$ cat src/common/id_code_pkg.sv
`default_nettype none

package id_code_pkg;

    // Address bit currently shown on the strip, wraps modulo 8
    typedef logic [2:0] bit_sel_t;

    // Index-0 requests seen since the last bit change
    typedef enum logic [1:0] {
        SEEN_NONE,
        SEEN_ONE,
        SETTLED
    } settle_state_t;

endpackage

`default_nettype wire

$ cat src/common/led_strip_pkg.sv
`default_nettype none

package led_strip_pkg;

    // Bits sent to each LED, green first
    localparam int COLOR_BITS = 24;

    // LED index as carried on the color bus
    typedef logic [15:0] led_index_t;

    typedef struct packed {
        logic [7:0] green;
        logic [7:0] red;
        logic [7:0] blue;
    } led_channels_t;

    // Same 24 bits seen per channel or as the serial word, MSB first
    typedef union packed {
        led_channels_t         ch;
        logic [COLOR_BITS-1:0] raw;
    } led_color_t;

endpackage

`default_nettype wire

$ cat src/common/led_color_bus.sv
`timescale 1ns/100ps
`default_nettype none

// Wishbone classic link, LED index out and color back
interface led_color_bus import led_strip_pkg::*; ();

    logic       cyc;
    logic       stb;
    led_index_t adr;
    led_color_t dat;
    logic       ack;

    modport master (
        output cyc,
        output stb,
        output adr,
        input  dat,
        input  ack
    );

    modport slave (
        input  cyc,
        input  stb,
        input  adr,
        output dat,
        output ack
    );

endinterface

`default_nettype wire

$ cat src/led_driver/led_frame_sequencer.sv
`timescale 1ns/100ps
`default_nettype none

module led_frame_sequencer import led_strip_pkg::*; #(
    parameter int NUM_LEDS   = 50,
    parameter int LATCH_CLKS = 28000
) (
    input  logic         clk,
    input  logic         rst,
    led_color_bus.master bus,
    output logic         word_valid,
    output led_color_t   word,
    input  logic         ready,
    output logic         latch_active
);
    localparam int         ADDR_W     = (NUM_LEDS > 1) ? $clog2(NUM_LEDS) : 1;
    localparam int         LATCH_W    = $clog2(LATCH_CLKS + 1);
    localparam led_index_t LAST_INDEX = led_index_t'(NUM_LEDS - 1);

    logic               word_last;
    logic               fetch_hold;
    logic               draining;
    logic [LATCH_W-1:0] latch_cnt;
    logic               transfer;
    logic               start_fetch;

    if (ADDR_W > $bits(led_index_t)) begin : g_addr_check
        $error("NUM_LEDS does not fit the bus index");
    end

    assign transfer    = word_valid && ready;
    // Prefetch as soon as the holding register is free
    assign start_fetch = !bus.cyc && !word_valid && !fetch_hold;

    always_ff @(posedge clk) begin
        if (rst) begin
            bus.cyc      <= 1'b0;
            bus.stb      <= 1'b0;
            bus.adr      <= '0;
            word_valid   <= 1'b0;
            word_last    <= 1'b0;
            fetch_hold   <= 1'b0;
            draining     <= 1'b0;
            latch_active <= 1'b0;
            latch_cnt    <= '0;
        end else begin
            if (start_fetch) begin
                bus.cyc <= 1'b1;
                bus.stb <= 1'b1;
            end else if (bus.ack) begin
                bus.cyc    <= 1'b0;
                bus.stb    <= 1'b0;
                bus.adr    <= (bus.adr == LAST_INDEX) ? '0 : bus.adr + 1'b1;
                word_valid <= 1'b1;
                word_last  <= (bus.adr == LAST_INDEX);
                // No more requests after the last LED until the gap ends
                if (bus.adr == LAST_INDEX) begin
                    fetch_hold <= 1'b1;
                end
            end else if (transfer) begin
                word_valid <= 1'b0;
            end
            if (transfer && word_last) begin
                draining <= 1'b1;
            end else if (draining && ready) begin
                draining     <= 1'b0;
                latch_active <= 1'b1;
                latch_cnt    <= '0;
            end
            if (latch_active) begin
                if (latch_cnt == LATCH_W'(LATCH_CLKS - 1)) begin
                    latch_active <= 1'b0;
                    fetch_hold   <= 1'b0;
                end else begin
                    latch_cnt <= latch_cnt + 1'b1;
                end
            end
        end
    end

    always_ff @(posedge clk) begin
        if (bus.ack) begin
            word <= bus.dat;
        end
    end

    // A second reply in a row would overwrite the held word
    ack_single: assert property (@(posedge clk) disable iff (rst)
        bus.ack |=> !bus.ack);

endmodule

`default_nettype wire

$ cat src/led_driver/ws2812_serializer.sv
`timescale 1ns/100ps
`default_nettype none

module ws2812_serializer import led_strip_pkg::*; #(
    parameter int T0H_CLKS = 40,
    parameter int T1H_CLKS = 80,
    parameter int BIT_CLKS = 125
) (
    input  logic       clk,
    input  logic       rst,
    input  logic       word_valid,
    input  led_color_t word,
    input  logic       latch_active,
    output logic       ready,
    output logic       data_out
);
    localparam int CYC_W = $clog2(BIT_CLKS);
    localparam int BIT_W = $clog2(COLOR_BITS);

    led_color_t       shift_reg;
    logic             busy;
    logic [BIT_W-1:0] bit_cnt;
    logic [CYC_W-1:0] cyc_cnt;
    logic             bit_end;
    logic             word_end;

    if (!(T0H_CLKS < T1H_CLKS && T1H_CLKS < BIT_CLKS)) begin : g_timing_check
        $error("Pulse widths must satisfy T0H < T1H < BIT");
    end

    assign bit_end  = (cyc_cnt == CYC_W'(BIT_CLKS - 1));
    assign word_end = busy && bit_end && (bit_cnt == BIT_W'(COLOR_BITS - 1));

    // Accept the next word in the last cycle so bits run back to back
    assign ready = !busy || word_end;

    // High part of each bit, its width set by the current MSB
    assign data_out = busy && !latch_active &&
        (cyc_cnt < (shift_reg.raw[COLOR_BITS-1] ? CYC_W'(T1H_CLKS) : CYC_W'(T0H_CLKS)));

    always_ff @(posedge clk) begin
        if (rst) begin
            busy    <= 1'b0;
            bit_cnt <= '0;
            cyc_cnt <= '0;
        end else if (word_valid && ready) begin
            busy    <= 1'b1;
            bit_cnt <= '0;
            cyc_cnt <= '0;
        end else if (busy) begin
            if (bit_end) begin
                cyc_cnt <= '0;
                if (word_end) begin
                    busy <= 1'b0;
                end else begin
                    bit_cnt <= bit_cnt + 1'b1;
                end
            end else begin
                cyc_cnt <= cyc_cnt + 1'b1;
            end
        end
    end

    always_ff @(posedge clk) begin
        if (word_valid && ready) begin
            shift_reg <= word;
        end else if (busy && bit_end) begin
            shift_reg.raw <= {shift_reg.raw[COLOR_BITS-2:0], 1'b0};
        end
    end

endmodule

`default_nettype wire

$ cat src/source/debouncer.sv
`timescale 1ns/100ps
`default_nettype none

module debouncer #(
    parameter int DEBOUNCE_CLKS = 1000000
) (
    input  logic clk,
    input  logic rst,
    input  logic button,
    output logic level
);
    localparam int CNT_W = $clog2(DEBOUNCE_CLKS + 1);

    logic             sync_meta;
    logic             sync_btn;
    logic [CNT_W-1:0] stable_cnt;

    always_ff @(posedge clk) begin
        if (rst) begin
            sync_meta  <= 1'b0;
            sync_btn   <= 1'b0;
            stable_cnt <= '0;
            level      <= 1'b0;
        end else begin
            sync_meta <= button;
            sync_btn  <= sync_meta;
            // Count only while the input disagrees with the output
            if (sync_btn == level) begin
                stable_cnt <= '0;
            end else if (stable_cnt == CNT_W'(DEBOUNCE_CLKS - 1)) begin
                stable_cnt <= '0;
                level      <= sync_btn;
            end else begin
                stable_cnt <= stable_cnt + 1'b1;
            end
        end
    end

endmodule

`default_nettype wire

$ cat src/source/id_display_top.sv
`timescale 1ns/100ps
`default_nettype none

module id_display_top import led_strip_pkg::*, id_code_pkg::*; #(
    parameter int NUM_LEDS      = 50,
    parameter int T0H_CLKS      = 40,
    parameter int T1H_CLKS      = 80,
    parameter int BIT_CLKS      = 125,
    parameter int LATCH_CLKS    = 28000,
    parameter int DEBOUNCE_CLKS = 1000000
) (
    input  logic       clk,
    input  logic       rst,
    input  logic       btn_up,
    input  logic       btn_down,
    output logic       data_out,
    output logic       frame_settled,
    output logic [2:0] bit_select
);
    logic       up_level;
    logic       down_level;
    logic       word_valid;
    led_color_t word;
    logic       ser_ready;
    logic       latch_active;
    bit_sel_t   shown_bit;

    led_color_bus color_bus ();

    assign bit_select = shown_bit;

    debouncer #(.DEBOUNCE_CLKS(DEBOUNCE_CLKS)) i_up_debounce (
        .clk    (clk),
        .rst    (rst),
        .button (btn_up),
        .level  (up_level)
    );

    debouncer #(.DEBOUNCE_CLKS(DEBOUNCE_CLKS)) i_down_debounce (
        .clk    (clk),
        .rst    (rst),
        .button (btn_down),
        .level  (down_level)
    );

    id_shower #(.NUM_LEDS(NUM_LEDS)) i_shower (
        .clk           (clk),
        .rst           (rst),
        .increment     (up_level),
        .decrement     (down_level),
        .bus           (color_bus.slave),
        .bit_select    (shown_bit),
        .frame_settled (frame_settled)
    );

    led_frame_sequencer #(
        .NUM_LEDS   (NUM_LEDS),
        .LATCH_CLKS (LATCH_CLKS)
    ) i_sequencer (
        .clk          (clk),
        .rst          (rst),
        .bus          (color_bus.master),
        .word_valid   (word_valid),
        .word         (word),
        .ready        (ser_ready),
        .latch_active (latch_active)
    );

    ws2812_serializer #(
        .T0H_CLKS (T0H_CLKS),
        .T1H_CLKS (T1H_CLKS),
        .BIT_CLKS (BIT_CLKS)
    ) i_serializer (
        .clk          (clk),
        .rst          (rst),
        .word_valid   (word_valid),
        .word         (word),
        .latch_active (latch_active),
        .ready        (ser_ready),
        .data_out     (data_out)
    );

endmodule

`default_nettype wire

$ cat src/source/id_shower.sv
`timescale 1ns/100ps
`default_nettype none

module id_shower import led_strip_pkg::*, id_code_pkg::*; #(
    parameter int NUM_LEDS = 50
) (
    input  logic        clk,
    input  logic        rst,
    input  logic        increment,
    input  logic        decrement,
    led_color_bus.slave bus,
    output bit_sel_t    bit_select,
    output logic        frame_settled
);
    localparam int ADDR_W = (NUM_LEDS > 1) ? $clog2(NUM_LEDS) : 1;

    logic          prev_increment;
    logic          prev_decrement;
    logic          up_edge;
    logic          down_edge;
    logic          any_edge;
    logic          request;
    logic          shown_bit;
    led_color_t    reply;
    settle_state_t settle_state;

    assign up_edge   = increment && !prev_increment;
    assign down_edge = decrement && !prev_decrement;
    assign any_edge  = up_edge || down_edge;

    // New request not yet answered
    assign request = bus.cyc && bus.stb && !bus.ack;

    // Bits above the address width are always 0
    assign shown_bit = (int'(bit_select) < ADDR_W) ? bus.adr[bit_select] : 1'b0;

    always_comb begin
        reply.ch.green = 8'h00;
        reply.ch.red   = shown_bit ? 8'h00 : 8'hFF;
        reply.ch.blue  = shown_bit ? 8'hFF : 8'h00;
    end

    assign frame_settled = (settle_state == SETTLED);

    always_ff @(posedge clk) begin
        if (rst) begin
            prev_increment <= 1'b0;
            prev_decrement <= 1'b0;
            bit_select     <= '0;
            settle_state   <= SEEN_NONE;
            bus.ack        <= 1'b0;
        end else begin
            prev_increment <= increment;
            prev_decrement <= decrement;
            // A button edge takes this cycle and the reply waits one more
            bus.ack <= request && !any_edge;
            if (up_edge) begin
                bit_select <= bit_select + 1'b1;
            end else if (down_edge) begin
                bit_select <= bit_select - 1'b1;
            end
            if (any_edge) begin
                settle_state <= SEEN_NONE;
            end else if (request && bus.adr == '0) begin
                case (settle_state)
                    SEEN_NONE: settle_state <= SEEN_ONE;
                    SEEN_ONE:  settle_state <= SETTLED;
                    SETTLED:   settle_state <= SETTLED;
                    default:   settle_state <= SEEN_NONE;
                endcase
            end
        end
    end

    always_ff @(posedge clk) begin
        if (request && !any_edge) begin
            bus.dat <= reply;
        end
    end

    ack_in_cycle: assert property (@(posedge clk) disable iff (rst)
        bus.ack |-> bus.cyc && bus.stb);

    // The master keeps the index steady until the reply
    adr_hold: assert property (@(posedge clk) disable iff (rst)
        bus.stb && !bus.ack |=> $stable(bus.adr));

endmodule

`default_nettype wire

$ cat config.mk
export PLATFORM = sky130hd
export DESIGN_NAME = id_display_top
export DESIGN_NICKNAME = d
export VERILOG_FILES = /design/src/common/id_code_pkg.sv /design/src/common/led_strip_pkg.sv /design/src/common/led_color_bus.sv /design/src/led_driver/led_frame_sequencer.sv /design/src/led_driver/ws2812_serializer.sv /design/src/source/debouncer.sv /design/src/source/id_display_top.sv /design/src/source/id_shower.sv
export SDC_FILE = /design/constraint.sdc
export NUM_CORES = 1
export LEC_CHECK = 0
export ABC_CLOCK_PERIOD_IN_PS = 2600
export BUFFER_PORTS_ARGS = -buffer_cell sky130_fd_sc_hd__buf_2
export CAP_MARGIN = 25
export CORE_MARGIN = 8
export CORE_UTILIZATION = 30
export CTS_BUF_LIST = sky130_fd_sc_hd__clkbuf_16
export DETAILED_ROUTE_END_ITERATION = 10
export PLACE_DENSITY = 0.56
export SYNTH_ARGS = -nofsm -noshare
export SYNTH_HDL_FRONTEND = slang
export SYNTH_SLANG_ARGS = --single-unit
$ cat constraint.sdc
create_clock -name clk -period 2.6 [get_ports clk]
set_input_delay 0.13 -clock clk [delete_from_list [all_inputs] [get_ports clk]]
set_output_delay 0.13 -clock clk [all_outputs]
set_load 0.05 [all_outputs]
Word-level counts from Yosys, hierarchy flattened
Cells that the tools add are included.
Word-level totals
  word-level logic and storage cells: 131
  input bits: 4
  bits in registers: 160
Operators by class
  add/subtract/negate cells: 8
  reduce and logical (&&, ||, !) cells: 42
  equality and inequality tests: 10
  $lt $le $gt $ge: 3
  bitwise gates (word level): 4
  mux-type cells: 36
Operators with widths (count)
  two-way mux 15 bit: 4
  adder 20 x 1 -> 20 bit (second input constant): 2
  == test 20 bit (second input constant): 2
  two-way mux 16 bit: 2
  two-way mux 24 bit: 1
  two-way mux 1 bit: 21
  adder 16 x 1 -> 16 bit (second input constant): 1
  == test 16 x 6 -> 1 bit (second input constant): 1
  zero test 16 bit: 1
  two-way mux 8 bit: 2
  adder 15 x 1 -> 15 bit (second input constant): 1
  == test 15 bit (second input constant): 1
  logical AND 1 bit: 14
  two-way mux 7 bit: 2
  nonzero test 2 bit: 5
  zero test 1 bit: 9
  AND reduction 2 bit: 4
  adder 7 x 1 -> 7 bit (second input constant): 1
  == test 7 bit (second input constant): 1
  < comparator 7 bit: 1
  two-way mux 3 bit: 2
  OR reduction 2 bit: 3
  OR reduction 3 bit: 2
  adder 5 x 1 -> 5 bit (second input constant): 1
  other kinds (14): 19

Depth between registers and ports, before layout
  depth in word-level cells: 9
  mapped depth: 8

Hierarchy
Synthesis repeated with hierarchy kept, for this count alone.
Unflattened totals
  cells, all modules: 683
  area, all modules: 7289.5 um^2
By module, submodules not included
  led_frame_sequencer: area each 2627.5 um^2, cells an instance 243, times used 1, sequential area each 1461.4 um^2
  debouncer: area each 1058.5 um^2, cells an instance 116, times used 2, sequential area each 460.4 um^2
  ws2812_serializer: area each 1853.0 um^2, cells an instance 134, times used 1, sequential area each 980.9 um^2
  id_shower: area each 691.9 um^2, cells an instance 74, times used 1, sequential area each 220.2 um^2

Worst setup path before layout
No wires, ideal clock.
  path type: register -> output
  from: reg i_serializer.shift_reg[23] (netlist bit)
  to: out data_out
  slack: -0.983 ns
  arrival: 3.453 ns
  cell stages (with the launch flop): 7
  path buffers: 0
  cell sequence: edfxtp_1 > inv_1 > ha_1 > o21a_1 > o21ai_0 > nand2b_1 > a2111oi_0
Between the ends
  cells in the longest elaborated chain, start to end: 3
RTL lines
  start, declared: RTL line ws2812_serializer.sv:20  | led_color_t shift_reg;
  start signal, assigned: RTL line ws2812_serializer.sv:66  | shift_reg <= word;
  two-way mux 7 bit: RTL line ws2812_serializer.sv:39  | (cyc_cnt < (shift_reg.raw[COLOR_BITS-1] ? CYC_W'(T1H_CLKS) : CYC_W'(T0H_CLKS)));
  < comparator 7 bit: RTL line ws2812_serializer.sv:39
  logical AND 1 bit: RTL line ws2812_serializer.sv:38  | assign data_out = busy && !latch_active &&
  end, declared: RTL line id_display_top.sv:16  | output logic data_out,
No other way between the ends.

Final worst setup path
Ends and elaborated chain as after synthesis.

==> results.yml <==
outcome:
  status: "finished, final reports clean"
global_routing:
  track_usage_pct: 9.72
  grt_antenna_before_repair: 0
  grt_pass1_wl_um: 20800
  grt_max_degree: 25
  grt_pass1_vias: 4354
  overflow: 0
detailed_routing:
  drc: 0
  antenna_left: 0
  wirelength_um: 11700
  drt_pre_antenna_iters: 4
  drt_first_iter_violations: 328
  viasPerCell: 4.85
  vias: 4571
  wl_per_cell_um: 12.4
setup_path:
  critPathLaunchType: "flop"
  timing.rr.end: "i_sequencer.latch_cnt[1]"
  crit_chain: "inv_1 -> ha_1 -> o21a_1 -> o21ai_0 -> nand2b_1 -> a2111oi_2 -> buf_2"
  crit_slowest_cell: "edfxtp_1"
  crit_path_end_kind: "output pin"
  crit_buf_inv: 2
  startpoint: "i_serializer.shift_reg[23]"
  arrival_ps: 2170
  cpPeakStageDelay_ps: 420
  cp.required_ps: 2470
  crit_path_max_fanout: 3
  r2r_slack_ps: 380
  r2r-start: "i_sequencer.latch_cnt[0]"
  r2r_cells: 6
  cp_top_family: "compound AO/OA/AOI/OAI gates"
  critPathKind: "flop to output pin"
floorplan:
  rows: 52
  die-area_sq_um: 25200
  start_util_pct: 30.4
  core_area_sq_um: 20100
  die_w_um: 159
  ioPinCount: 9
  fp.dieH_um: 159
cts:
  clk_path_buf_depth: 2
  clkLatencyLatePin_ps: 420
  cts_tree: "built"
  h-tree-depth: 4
  clk_pin_slew_ps: 70
  cts_setup_buffers: 0
  cts.sinks: 132
  cts_made_buffers: 17
  cts_root_buf: "clkbuf_16"
pwr:
  p_per_area_nw_per_um2: 636
  swShare_pct: 23.8
  power_leakage_nw: 2.26
  switching_power_mw: 1.07
  comb_power_share_pct: 2.5
  totalPowerFinal_mw: 4.48
  clkPwrFrac_pct: 50.0
  peakVddDrop_mv: 0.399
  seq_power_share_pct: 47.5
  p_int_mw: 3.41
logic_synthesis:
  synth_warnings: 0
  synth_area_sq_um: 6110
  syn_avg_cell_area_sq_um: 9.40
  synth.net_count: 669
  yosysSeqAreaShare_pct: 47.8
  synthDistinctLibCells: 59
  synth_edf_count: 28
  synth-main-ff-cell: "dfxtp_1"
  async_flop_share_pct: 0
  synth_cells: 650
  ys_seq_elements: 132
layout:
  nets: 679
  drive_gt1_share_pct: 10.1
  stdcell_count: 943
  fin_area_sq_um: 7040
  largest_reg_flops: 24
  diodes: 0
  final_util_pct: 35.0
  fillCellCount: 2023
  final_cell_mix: "104 x dfxtp_1, 57 x nor2_1, 53 x nand2_1"
  final_common_cell: "dfxtp_1"
  area_growth_pct: 15.2
min_path:
  hold_path_end: "i_shower.prev_decrement"
  min-delay-start: "rst"
  min_path_cells: 2
  hp-class: "input pin to flop"
placed_design:
  routabilityCongestion: 0.721
  port_buffers: 8
  place_hpwl_um: 7830
  placed_cells: 909
  place_area_sq_um: 6450
timing:
  tightest_slew_ps: 702
  slew_violations: 0
  clock_skew_ps: 10.2
  period_share_pct: 88.6
  setup_tns_ps: 0
  max_freq_mhz: 434
  rsz0062_at_grt: "false"
  fin_crit_ps: 2300
  setup_viol: 0
  finalHoldViolCount: 0
  relSlewSlack_pct: 52.8
run:
  drv_cap: 0
layout make-up:
| type | instances | area, sq um | area share (%) |
|---|---|---|---|
| Tap cell | 270 | 338 | 4.80 |
| Multi-Input combinational cell | 460 | 2970 | 42.2 |
| Sequential cell | 132 | 2920 | 41.5 |
| Inverter | 28 | 105 | 1.49 |
| Clock inverter | 15 | 134 | 1.90 |
| Clock buffer | 17 | 425 | 6.04 |
| Timing Repair Buffer | 21 | 143 | 2.03 |
power by group through the flow:
| stage | Clock, mW | Sequential (mW) | Combinational (mW) |
|---|---|---|---|
| after floorplan | 0 | 2.17 | 0.0836 |
| after global placement | 0 | 2.17 | 0.110 |
| after detailed placement | 0 | 2.17 | 0.111 |
| after CTS | 2.31 | 2.13 | 0.113 |
| after global routing | 2.40 | 2.13 | 0.127 |
| final | 2.24 | 2.13 | 0.111 |
worst register-to-register path, stage by stage (launching register included):
cell	delay, ps
dfxtp_1	420
ha_1	280
nand4_1	180
o41ai_1	580
o21ai_2	240
buf_4	230
o32ai_1	200
routing by layer:
| metal | routed length, um | global-route usage, % |
|---|---|---|
| met5 | 0 | 0 |
| met4 | 230 | 4.63 |
| met3 | 299 | 2.61 |
| met2 | 5190 | 14.9 |
| met1 | 5960 | 12.5 |
cells in the mapped netlist, types with 10 or more instances:
library cell	instances	area share, %
dfxtp_1	104	34
clkbuf_1	21	1.3
xnor2_1	29	4.2
ha_1	14	2.9
o31ai_1	11	1.4
edfxtp_1	28	14
a21oi_1	31	2.5
nand4_1	18	1.8
or4_1	16	2.0
inv_1	28	1.7
or3_1	20	2.0
and2_1	10	1.0
xor2_1	13	1.9
nand3_1	27	2.2
nor2_1	57	3.5
a21o_1	17	2.1
nand2_1	53	3.3
o21ai_0	25	2.0
nor3_1	12	0.98
nor4_1	15	1.5
kinds of logic (layout without fill, tap and decap cells):
kind of cell             after synthesis  in the layout  share of synthesized area (%)
multiplexers                           9              9                           1.74
buffers and inverters                 58             81                           3.83
XOR/XNOR                              42             42                           6.02
flip-flops                           132            132                           47.8
AO/OA/AOI/OAI                        114            114                           12.1
AND/OR/NAND/NOR                      280            280                           25.3
adder cells (fa/ha/maj)               15             15                           3.19
metrics by stage:
step | hold WS (ps) | setup slack (ps)
6_report | 69.6 | 297
5_1_grt | 85.0 | 91.0
4_1_cts | 61.2 | 234
3_5_place_dp | 399 | 330
3_3_place_gp | 380 | 177
2_1_floorplan | 258 | 136
repair_timing:
item | 4_1_cts | 5_1_grt
resized for setup | 0 | 1
hold endpoints to repair | 2 | 0
setup endpoints to repair | 0 | 1
hold buffers | 2 | 0
worst max path at each step:
stage,end,slack (ps),cells past startpoint
2_1_floorplan,i_serializer.shift_reg[0],140,8
3_5_place_dp,i_sequencer.latch_cnt[1],330,6
5_1_grt,i_sequencer.latch_cnt[12],90,6
6_report,data_out,300,7
4_1_cts,data_out,230,7
3_3_place_gp,i_sequencer.latch_cnt[2],180,6
Note: power is estimated with default switching activity, not from simulation.
